File: src/hw/jtag_pkg.sv
package jtag_pkg;

    // IEEE 1149.1 TAP controller states
    typedef enum logic [3:0] {
        TAP_RESET,
        TAP_IDLE,
        TAP_SELECT_DR,
        TAP_CAPTURE_DR,
        TAP_SHIFT_DR,
        TAP_EXIT1_DR,
        TAP_PAUSE_DR,
        TAP_EXIT2_DR,
        TAP_UPDATE_DR,
        TAP_SELECT_IR,
        TAP_CAPTURE_IR,
        TAP_SHIFT_IR,
        TAP_EXIT1_IR,
        TAP_PAUSE_IR,
        TAP_EXIT2_IR,
        TAP_UPDATE_IR
    } jtag_state_t;

    localparam int IR_WIDTH = 4;
    localparam logic [IR_WIDTH-1:0] IR_CAPTURE_VALUE = 4'b0001;

    localparam logic [IR_WIDTH-1:0] INSTR_IDCODE = 4'h1;
    localparam logic [IR_WIDTH-1:0] INSTR_SCRATCH = 4'h2;
    // Any code other than IDCODE and SCRATCH also selects bypass
    localparam logic [IR_WIDTH-1:0] INSTR_BYPASS = 4'hf;

    // Bit 0 is always set in a 1149.1 device identifier
    localparam logic [31:0] IDCODE_VALUE = 32'h2b17_a0c3;

    localparam int MAX_DR_LEN = 32;

    // The TAP state graph advances once per rising tck
    function automatic jtag_state_t tap_next(input jtag_state_t state, input logic tms);
        case (state)
            TAP_RESET:      tap_next = tms ? TAP_RESET : TAP_IDLE;
            TAP_IDLE:       tap_next = tms ? TAP_SELECT_DR : TAP_IDLE;
            TAP_SELECT_DR:  tap_next = tms ? TAP_SELECT_IR : TAP_CAPTURE_DR;
            TAP_CAPTURE_DR: tap_next = tms ? TAP_EXIT1_DR : TAP_SHIFT_DR;
            TAP_SHIFT_DR:   tap_next = tms ? TAP_EXIT1_DR : TAP_SHIFT_DR;
            TAP_EXIT1_DR:   tap_next = tms ? TAP_UPDATE_DR : TAP_PAUSE_DR;
            TAP_PAUSE_DR:   tap_next = tms ? TAP_EXIT2_DR : TAP_PAUSE_DR;
            TAP_EXIT2_DR:   tap_next = tms ? TAP_UPDATE_DR : TAP_SHIFT_DR;
            TAP_UPDATE_DR:  tap_next = tms ? TAP_SELECT_DR : TAP_IDLE;
            TAP_SELECT_IR:  tap_next = tms ? TAP_RESET : TAP_CAPTURE_IR;
            TAP_CAPTURE_IR: tap_next = tms ? TAP_EXIT1_IR : TAP_SHIFT_IR;
            TAP_SHIFT_IR:   tap_next = tms ? TAP_EXIT1_IR : TAP_SHIFT_IR;
            TAP_EXIT1_IR:   tap_next = tms ? TAP_UPDATE_IR : TAP_PAUSE_IR;
            TAP_PAUSE_IR:   tap_next = tms ? TAP_EXIT2_IR : TAP_PAUSE_IR;
            TAP_EXIT2_IR:   tap_next = tms ? TAP_UPDATE_IR : TAP_SHIFT_IR;
            TAP_UPDATE_IR:  tap_next = tms ? TAP_SELECT_DR : TAP_IDLE;
        endcase
    endfunction

endpackage
File: src/hw/scan_pkg.sv
package scan_pkg;

    // Wide enough to hold a length of 1 to MAX_DR_LEN
    localparam int DR_LEN_WIDTH = $clog2(jtag_pkg::MAX_DR_LEN + 1);

    // tck toggles once every TCK_DIVISOR+1 clk cycles
    localparam int TCK_DIVISOR = 7;
    localparam int TCK_DIV_WIDTH = $clog2(TCK_DIVISOR + 1);

    typedef struct packed {
        logic [jtag_pkg::IR_WIDTH-1:0]   instruction;
        logic [DR_LEN_WIDTH-1:0]         dr_len;
        logic [jtag_pkg::MAX_DR_LEN-1:0] dr_out;
    } scan_req_t;

    // dr_in is right-aligned to the requested dr_len
    typedef struct packed {
        logic [jtag_pkg::IR_WIDTH-1:0]   ir_in;
        logic [jtag_pkg::MAX_DR_LEN-1:0] dr_in;
    } scan_rsp_t;

    typedef struct packed {
        logic tck;
        logic tms;
        logic tdi;
        logic trst;
    } jtag_pins_t;

endpackage

File: src/hw/jtag_subsystem.sv
`timescale 1ns/10ps

module jtag_subsystem
(
    input  logic                clk,
    input  logic                reset,
    input  logic                req,
    input  scan_pkg::scan_req_t scan_req,
    output logic                ack,
    output scan_pkg::scan_rsp_t scan_rsp
);
    import jtag_pkg::*;
    import scan_pkg::*;

    jtag_pins_t          pins;
    logic                tdo;
    logic                dr_tdo;
    jtag_state_t         tap_state;
    logic                tck_rise;
    logic [IR_WIDTH-1:0] instruction;

    jtag_host host0
    (
        .clk      (clk),
        .reset    (reset),
        .req      (req),
        .scan_req (scan_req),
        .ack      (ack),
        .scan_rsp (scan_rsp),
        .pins     (pins),
        .tdo      (tdo)
    );

    // The fall strobe is only needed inside the TAP for tdo timing
    jtag_tap tap0
    (
        .clk         (clk),
        .reset       (reset),
        .pins        (pins),
        .tdo         (tdo),
        .tap_state   (tap_state),
        .tck_rise    (tck_rise),
        .tck_fall    (),
        .instruction (instruction),
        .dr_tdo      (dr_tdo)
    );

    jtag_data_regs regs0
    (
        .clk         (clk),
        .reset       (reset),
        .tap_state   (tap_state),
        .tck_rise    (tck_rise),
        .instruction (instruction),
        .shift_in    (pins.tdi),
        .dr_tdo      (dr_tdo)
    );

endmodule

File: src/hw/jtag_data_regs.sv
`timescale 1ns/10ps

module jtag_data_regs
(
    input  logic                          clk,
    input  logic                          reset,
    input  jtag_pkg::jtag_state_t         tap_state,
    input  logic                          tck_rise,
    input  logic [jtag_pkg::IR_WIDTH-1:0] instruction,
    input  logic                          shift_in,
    output logic                          dr_tdo
);
    import jtag_pkg::*;

    logic [MAX_DR_LEN-1:0] dr_shift;
    logic [MAX_DR_LEN-1:0] scratch;
    logic                  bypass;

    assign bypass = (instruction != INSTR_IDCODE) && (instruction != INSTR_SCRATCH);
    assign dr_tdo = dr_shift[0];

    // One shift stage shared by all data registers
    always_ff @(posedge clk)
    begin
        if (tck_rise)
        begin
            case (tap_state)
                TAP_CAPTURE_DR:
                begin
                    case (instruction)
                        INSTR_IDCODE:  dr_shift <= IDCODE_VALUE;
                        INSTR_SCRATCH: dr_shift <= scratch;
                        default:       dr_shift <= '0;
                    endcase
                end
                TAP_SHIFT_DR:
                begin
                    // Bypass is a single flop between tdi and tdo
                    if (bypass)
                        dr_shift[0] <= shift_in;
                    else
                        dr_shift <= {shift_in, dr_shift[MAX_DR_LEN-1:1]};
                end
                default: ;
            endcase
        end
    end

    always_ff @(posedge clk or posedge reset)
    begin
        if (reset)
            scratch <= '0;
        else if (tck_rise && tap_state == TAP_UPDATE_DR && instruction == INSTR_SCRATCH)
            scratch <= dr_shift;
    end

endmodule

File: src/hw/jtag_tap.sv
`timescale 1ns/10ps

module jtag_tap
(
    input  logic                          clk,
    input  logic                          reset,
    input  scan_pkg::jtag_pins_t          pins,
    output logic                          tdo,
    output jtag_pkg::jtag_state_t         tap_state,
    output logic                          tck_rise,
    output logic                          tck_fall,
    output logic [jtag_pkg::IR_WIDTH-1:0] instruction,
    input  logic                          dr_tdo
);
    import jtag_pkg::*;

    logic                tck_q;
    logic [IR_WIDTH-1:0] ir_shift;

    // tck is sampled by clk, never used as a clock here
    assign tck_rise = pins.tck && !tck_q;
    assign tck_fall = !pins.tck && tck_q;

    always_ff @(posedge clk or posedge reset)
    begin
        if (reset)
            tck_q <= 1'b0;
        else
            tck_q <= pins.tck;
    end

    always_ff @(posedge clk or posedge reset)
    begin
        if (reset)
            tap_state <= TAP_RESET;
        else if (pins.trst)
            tap_state <= TAP_RESET;
        else if (tck_rise)
            tap_state <= tap_next(tap_state, pins.tms);
    end

    // Test-Logic-Reset always brings back the IDCODE instruction
    always_ff @(posedge clk or posedge reset)
    begin
        if (reset)
            instruction <= INSTR_IDCODE;
        else if (pins.trst || tap_state == TAP_RESET)
            instruction <= INSTR_IDCODE;
        else if (tck_rise && tap_state == TAP_UPDATE_IR)
            instruction <= ir_shift;
    end

    always_ff @(posedge clk)
    begin
        if (tck_rise)
        begin
            case (tap_state)
                TAP_CAPTURE_IR: ir_shift <= IR_CAPTURE_VALUE;
                TAP_SHIFT_IR:   ir_shift <= {pins.tdi, ir_shift[IR_WIDTH-1:1]};
                default: ;
            endcase
        end
    end

    // tdo moves on the falling edge so the host sees it settled at the next rise.
    // Outside the shift states it sits at zero in place of a tristate
    always_ff @(posedge clk or posedge reset)
    begin
        if (reset)
            tdo <= 1'b0;
        else if (tck_fall)
        begin
            case (tap_state)
                TAP_SHIFT_IR: tdo <= ir_shift[0];
                TAP_SHIFT_DR: tdo <= dr_tdo;
                default:      tdo <= 1'b0;
            endcase
        end
    end

endmodule

File: src/hw/jtag_host.sv
`timescale 1ns/10ps

module jtag_host
(
    input  logic                 clk,
    input  logic                 reset,
    input  logic                 req,
    input  scan_pkg::scan_req_t  scan_req,
    output logic                 ack,
    output scan_pkg::scan_rsp_t  scan_rsp,
    output scan_pkg::jtag_pins_t pins,
    input  logic                 tdo
);
    import jtag_pkg::*;
    import scan_pkg::*;

    logic [TCK_DIV_WIDTH-1:0] div_count;
    logic                     tck_q;
    logic                     tms_q;
    logic                     tdi_q;
    logic                     tms_nxt;
    logic                     tick_rise;
    logic                     tick_fall;
    logic                     start;
    logic                     ir_done;
    jtag_state_t              state_ff;
    logic [DR_LEN_WIDTH-1:0]  shift_count;
    logic [IR_WIDTH-1:0]      ir_shift;
    logic [MAX_DR_LEN-1:0]    dr_shift;

    // A new scan may only start once the previous ack has been taken down
    assign start = req && !ack;

    // The cycle in which tck is about to toggle
    assign tick_rise = (div_count == '0) && !tck_q;
    assign tick_fall = (div_count == '0) && tck_q;

    // The target is held in reset until the host leaves its own reset state
    assign pins = '{tck: tck_q, tms: tms_q, tdi: tdi_q, trst: (state_ff == TAP_RESET)};

    always_ff @(posedge clk or posedge reset)
    begin
        if (reset)
        begin
            div_count <= '0;
            tck_q <= 1'b0;
        end
        else if (div_count == '0)
        begin
            div_count <= TCK_DIV_WIDTH'(TCK_DIVISOR);
            tck_q <= !tck_q;
        end
        else
            div_count <= div_count - 1'b1;
    end

    // The tms value for the next rising edge comes from the host copy of the TAP state
    always_comb
    begin
        case (state_ff)
            TAP_IDLE:
                tms_nxt = start;
            // First pass goes over to the IR column, second pass captures DR
            TAP_SELECT_DR:
                tms_nxt = !ir_done;
            TAP_SHIFT_IR,
            TAP_SHIFT_DR:
                tms_nxt = (shift_count == DR_LEN_WIDTH'(1));
            TAP_PAUSE_IR,
            TAP_PAUSE_DR,
            TAP_EXIT2_IR,
            TAP_EXIT2_DR,
            TAP_UPDATE_IR:
                tms_nxt = 1'b1;
            default:
                tms_nxt = 1'b0;
        endcase
    end

    // Outgoing pins change on the falling edge only
    always_ff @(posedge clk or posedge reset)
    begin
        if (reset)
        begin
            tms_q <= 1'b1;
            tdi_q <= 1'b0;
        end
        else if (tick_fall)
        begin
            tms_q <= tms_nxt;
            case (state_ff)
                TAP_SHIFT_IR: tdi_q <= ir_shift[0];
                TAP_SHIFT_DR: tdi_q <= dr_shift[0];
                default:      tdi_q <= 1'b0;
            endcase
        end
    end

    // State, bit counter and handshake all advance on the rising edge
    always_ff @(posedge clk or posedge reset)
    begin
        if (reset)
        begin
            state_ff <= TAP_RESET;
            shift_count <= '0;
            ir_done <= 1'b0;
            ack <= 1'b0;
        end
        else
        begin
            if (ack && !req)
                ack <= 1'b0;

            if (tick_rise)
            begin
                // Follows the same graph as the target, driven by the tms it sees
                state_ff <= tap_next(state_ff, tms_q);
                case (state_ff)
                    TAP_CAPTURE_IR: shift_count <= DR_LEN_WIDTH'(IR_WIDTH);
                    TAP_CAPTURE_DR: shift_count <= scan_req.dr_len;
                    TAP_SHIFT_IR,
                    TAP_SHIFT_DR:   shift_count <= shift_count - 1'b1;
                    TAP_UPDATE_IR:  ir_done <= 1'b1;
                    TAP_UPDATE_DR:
                    begin
                        ir_done <= 1'b0;
                        ack <= 1'b1;
                    end
                    default: ;
                endcase
            end
        end
    end

    // Shift registers send LSB first and collect tdo from the top
    always_ff @(posedge clk)
    begin
        if (tick_rise)
        begin
            case (state_ff)
                TAP_CAPTURE_IR:
                    ir_shift <= scan_req.instruction;
                TAP_SHIFT_IR:
                    ir_shift <= {tdo, ir_shift[IR_WIDTH-1:1]};
                // Bits above dr_len are cleared so the result comes out right-aligned
                TAP_CAPTURE_DR:
                    dr_shift <= scan_req.dr_out & ~({MAX_DR_LEN{1'b1}} << scan_req.dr_len);
                TAP_SHIFT_DR:
                    dr_shift <= (dr_shift >> 1)
                        | (MAX_DR_LEN'(tdo) << (scan_req.dr_len - 1'b1));
                TAP_UPDATE_DR:
                    scan_rsp <= '{ir_in: ir_shift, dr_in: dr_shift};
                default: ;
            endcase
        end
    end

endmodule

File: config.mk
export PLATFORM = sky130hd
export DESIGN_NAME = jtag_subsystem
export DESIGN_NICKNAME = d
export VERILOG_FILES = /design/src/hw/jtag_pkg.sv /design/src/hw/scan_pkg.sv /design/src/hw/jtag_subsystem.sv /design/src/hw/jtag_data_regs.sv /design/src/hw/jtag_tap.sv /design/src/hw/jtag_host.sv
export SDC_FILE = /design/constraint.sdc
export NUM_CORES = 1
export LEC_CHECK = 0
export ABC_AREA = 1
export ABC_CLOCK_PERIOD_IN_PS = 5250
export BUFFER_PORTS_ARGS = -buffer_cell sky130_fd_sc_hd__buf_2
export CAP_MARGIN = 20
export CORE_MARGIN = 5
export CORE_UTILIZATION = 55
export CTS_CLUSTER_SIZE = 16
export DETAILED_ROUTE_END_ITERATION = 8
export PLACE_DENSITY = 0.75
export SYNTH_ARGS = -nofsm -noshare
export SYNTH_HDL_FRONTEND = slang
export SYNTH_SLANG_ARGS = --single-unit
export TNS_END_PERCENT = 5
File: constraint.sdc
create_clock -name clk -period 5.25 [get_ports clk]
set_input_delay 0.7875 -clock clk [delete_from_list [all_inputs] [get_ports clk]]
set_output_delay 0.7875 -clock clk [all_outputs]
set_load 0.01 [all_outputs]
# Word level (Yosys, flattened, before mapping)

Cells that the tools add are included.

Output and inout port bits: 37
Memories kept: 0
Bits in latches: 0
Memory bits (read-only): 0
Memory bits (writable): 0
Register bits: 168
Word-level logic and storage cells: 141

Shift operators: 2
Multiplexer cells: 34
Equal/unequal tests: 36
Reductions and logical operators: 43
Divide/modulo/power cells: 0
Order comparisons: 0
Multipliers: 0
$add $sub $neg: 3
Bitwise operators: 3

Operator list:

| operator                | count |
|---|---|
| $pmux W32 S2            | 3 |
| $pmux W4 S12            | 2 |
| $eq A4 B4 Y1 const B    | 16 |
| $and A32 B32 Y32        | 1 |
| $eq A4 B3 Y1 const B    | 8 |
| $mux W4                 | 8 |
| $not A32 Y32            | 1 |
| $or A31 B32 Y32         | 1 |
| $shl A1 B6 Y32          | 1 |
| $shl A32 B6 Y32 const A | 1 |
| $mux W31                | 1 |
| $eq A4 B2 Y1 const B    | 5 |
| $pmux W6 S3             | 1 |
| $pmux W4 S2             | 2 |
| $reduce_and A2 Y1       | 7 |
| $reduce_bool A2 Y1      | 7 |
| $eq A4 B1 Y1 const B    | 3 |
| $sub A6 B1 Y6 const B   | 2 |
| $logic_and A1 B1 Y1     | 10 |
| $reduce_or A2 Y1        | 5 |
| $mux W3                 | 3 |
| $logic_not A4 Y1        | 2 |
| $mux W1                 | 7 |
| $eq A6 B1 Y1 const B    | 1 |
| 14 further kinds        | 23 |

# Longest topological paths before layout

Depth in word-level cells: 5
Gate-level depth with buffers: 11
Gate-level depth less buffers: 11

# By module

A second synthesis with hierarchy kept.

Cells, all modules: 938
Area total of the unflattened synthesis: 8465.6 um2

Modules (own cells, without submodules):

| module         | cells an instance | area each (um2) | times used |
|---|---|---|---|
| jtag_host      | 514               | 4750.8          | 1 |
| jtag_data_regs | 306               | 2855.2          | 1 |
| jtag_tap       | 118               | 859.6           | 1 |

# Worst setup path before layout

Ideal clock, no wire load.

Kind: flip-flop to flip-flop
From: register tap0.tap_state[1]
To: register regs0.dr_shift[10] (enable)
Stages on the path, launching flop included: 7
Arrival time: 2.520 ns
Path slack: 2.300 ns
Buffers on the path: 1
Library setup time: 0.429 ns
Cell sequence: dfrtp_1 -> clkbuf_2 -> nor2_2 -> nand2_2 -> inv_1 -> nand2_1 -> a21oi_1

Longest elaborated chain between the ends: 3
Elaborated cells between the ends (all ways): 5
Classes of those cells: eq/ne (3); reduce/logical (2)

RTL lines:

| element                                                      | RTL line             | source |
|---|---|---|
| start, declared                                              | jtag_tap.sv:9        | `output jtag_pkg::jtag_state_t tap_state,` |
| start signal, assigned                                       | jtag_tap.sv:39       | `tap_state <= tap_next(tap_state, pins.tms);` |
| $eq A4 B3 Y1 or $eq A4 B2 Y1 (tied branches)                 | jtag_data_regs.sv:27 | `case (tap_state)` |
| $ne A2 B2 Y1 (no line) or $reduce_bool A2 Y1 (tied branches) | -                    |  |
| $reduce_and A3 Y1 (no line) *                                | -                    |  |
| end signal, assigned                                         | jtag_data_regs.sv:32 | `INSTR_SCRATCH: dr_shift <= scratch;` |
| end signal, assigned                                         | jtag_data_regs.sv:42 | `dr_shift <= {shift_in, dr_shift[MAX_DR_LEN-1:1]};` |
| end, declared                                                | jtag_data_regs.sv:15 | `logic [MAX_DR_LEN-1:0] dr_shift;` |

Mark *: on every way between the ends. The rest lies on a longest branch, timed or not.
A chain may end at the register's enable or synchronous reset.

# Worst setup path in the final report

From: register tap0.tap_state[1]
To: register regs0.dr_shift[9] (enable)

Same word-level chain as after synthesis.

==> impl_metrics.toml <==
[run_status]
outcome = "completed"

[global_route]
gr-total-overflow = 0
initial_antenna_violation_count = 0
grt_pass1_wl_um = 31500
grt_usage_pct = 22.5
largest_net_degree_at_the_start_of_global_routing = 65
first_global_vias = 6235

[critical_path]
crit_fanout = 53
worst_reg2reg_path_length_in_cells = 6
worstReg2RegEnd = "regs0.dr_shift[9]$_DFFE_PP_"
worst_path_dominant_cell_family = "simple AND/OR/NAND/NOR gates"
crit_required_ns = 5.32
path_buf_inv = 2
slowest_stage = "nand2_2"
path_cells = "nor2_2, nand2_2, inv_1, nand2_1, a21oi_2, buf_4"
crit-reg2reg-launch = "tap0.tap_state[1]$_DFFE_PP0P_"
crit_path_start_kind = "flop"
reg2reg_setup_slack_ns = 2.70
criticalPathCategory = "flop to flop"
crit_arrival_ns = 2.62
cp_slowest_stage_delay_ns = 0.54
worst_setup_path_end_kind = "flop"

[hold_path]
hold-path-cell-count = 1
min_to = "host0.div_count[0]$_DFF_PP0_"
min_path_type = "flop to flop"
min_from = "host0.div_count[0]$_DFF_PP0_"

[flow_run]
max_cap_violations = 0

[sta]
tightestPinTransition_ns = 1.04
grt_setup_unrepaired = "false"
skew_ns = 0.00988
fin_setup_tns_ns = 0
finalWorstSetupSlack_ns = 2.70
fin_crit_sh_pct = 48.5
final_setup_violation_count = 0
timing_max_transition_violations_final = 0
fin_crit_ns = 2.55
worst_slew_margin_rel_pct = 30.4
timing.final.hold_violations = 0
achievable-frequency_ghz = 0.393

[route]
antenna_violating_nets_post_route = 0
wirelength_per_cell_um = 16.7
initial_drc_count = 733
detailedRoute.firstPassIterationCount = 5
postRouteWirelength_um = 19100
post_drt_via_cell_ratio = 5.62
detailed_route_drc_error_count = 0
dr_total_vias = 6430

[placement]
hpwl_um = 13000
gpl.final_weighted_congestion = 0.972
pre_cts_ws_ns = 2.50
placement.io_buffers = 81

[clock_network]
root_buffer = "clkbuf_16"
clock_tree_from_tritoncts = "done"
clock_sinks = 168
clkSlewWorstSetupHoldPaths_ns = 0.06
number_of_buffers_created_by_cts = 17
post_cts.resized_instances = 0
cts_setup_buffers = 0
clk-insertion-delay-late_ns = 0.43
h-tree-depth = 4
cts_buffer_depth = 2
cts_hold_buf = 0

[yosys]
syn_area_mm2 = 0.00808
syn-num-nets = 928
syn-mean-instance-area_um2 = 9.23
synth-seq-cells = 168
synth.top_cells.by_area = "edfxtp_1 (40%), dfrtp_1 (18%), nand2_1 (7.8%)"
ys_seq_area_share_pct = 58.8
netlist-cell-type-count = 35
synth_top_area_share_pct = 40.1
syn_inst = 875
synth_top_area_cell = "edfxtp_1"
synth.yosys.warnings = 0

[final_layout]
fraction_of_layout_cells_with_a_size_suffix_above_1_pct = 15.1
syn_to_final_growth_pct = 13.5
final.fill_count = 1233
multi_input_area_mm2 = 0.00279
regArea_mm2 = 0.00475
layout.cells.most_common_list = "nand2_1 (168), edfxtp_1 (108), inv_1 (92), nor2_1 (88)"
antenna-diode-count = 0
fin_nets = 1000
most_common_cell_after_layout_fill_and_taps_aside = "nand2_1"

[floorplan]
design.core.area_mm2 = 0.0145
die_y_um = 131
rows = 44
io_pins = 82
start_util_pct = 55.8
die_area_mm2 = 0.0172
floorplan.die.width_um = 131

[pwr]
powerDensity_mw_per_mm2 = 330
peakVddDrop_v = 0.000236
standby_leakage_power_nw = 4.04
## routing by layer
layer,routed length (µm),global-route usage (%)
met5,0,0
met4,397,8.43
met3,1310,4.28
met2,8770,34.0
met1,8590,32.6
## per-stage QoR
step	power [W]	hold WS [ns]	util, %	instance area [µm²]	cells
global placement	0.00181	0.424	59.4	8600	1112
floorplan	0.00172	0.409	-	8080	875
finish	0.00303	0.436	63.3	9170	1144
detailed placement	0.00181	0.431	59.4	8600	1112
global route	0.00314	0.460	63.3	9170	1144
CTS	0.00304	0.440	63.3	9170	1144
## report_power, final
group          switching, W  total, W  internal [W]
registers         0.0000380   0.00149       0.00146
logic              0.000199  0.000297     0.0000975
clock network      0.000490   0.00123      0.000745
total              0.000727   0.00303       0.00230
## Yosys cell counts (all sizes together)
cell,n
a31oi,6
buf,16
clkbuf,18
or2,2
o22ai,5
edfxtp,108
nor2,98
nor3,1
ha,8
dfstp,2
xor2,1
dfrtp,58
nand4,12
a21boi,10
nand3,81
a22o,1
o21ai,110
inv,100
mux2,4
o211ai,6
nand2,172
a21oi,54
o2111ai,1
o21bai,1
## logic make-up after synthesis
| group | synth area share, % |
|---|---|
| and+or+nand+nor | 19.4 |
| adders and majority gates | 1.24 |
| xor gates and xnor gates | 0.341 |
| muxes | 0.557 |
| buffers and inverters | 6.74 |
| DFF | 58.8 |
| AOI/OAI and AO/OA | 12.9 |
## layout make-up
type	count	share of cell area (%)
sequential	168	51.8
tap	184	2.51
clock inverter	9	1.38
clock buffer	23	4.88
timing repair buffer	87	4.91
inverter	100	4.09
multi-input combinational	573	30.5
## flip-flops by register name, indices dropped and copies added (netlist names), 3 cells and up
register,count
tap0.instruction,4
regs0.dr_shift,32
host0.dr_shift,32
host0.shift_count,6
tap0.ir_shift,4
host0.scan_rsp,36
host0.ir_shift,4
host0.state_ff,4
tap0.tap_state,4
regs0.scratch,32
host0.div_count,3
## worst max path at each step
stage,from,to,cells past startpoint
floorplan,tap0.tap_state[1]$_DFFE_PP0P_,regs0.dr_shift[10]$_DFFE_PP_,6
global placement,scan_req[36],host0.dr_shift[9]$_DFFE_PP_,8
detailed placement,scan_req[36],host0.dr_shift[9]$_DFFE_PP_,8
CTS,tap0.tap_state[1]$_DFFE_PP0P_,regs0.dr_shift[9]$_DFFE_PP_,6
global route,tap0.tap_state[1]$_DFFE_PP0P_,regs0.dr_shift[9]$_DFFE_PP_,6
finish,tap0.tap_state[1]$_DFFE_PP0P_,regs0.dr_shift[9]$_DFFE_PP_,6
No activity file was read; power rests on OpenSTA's default activity.
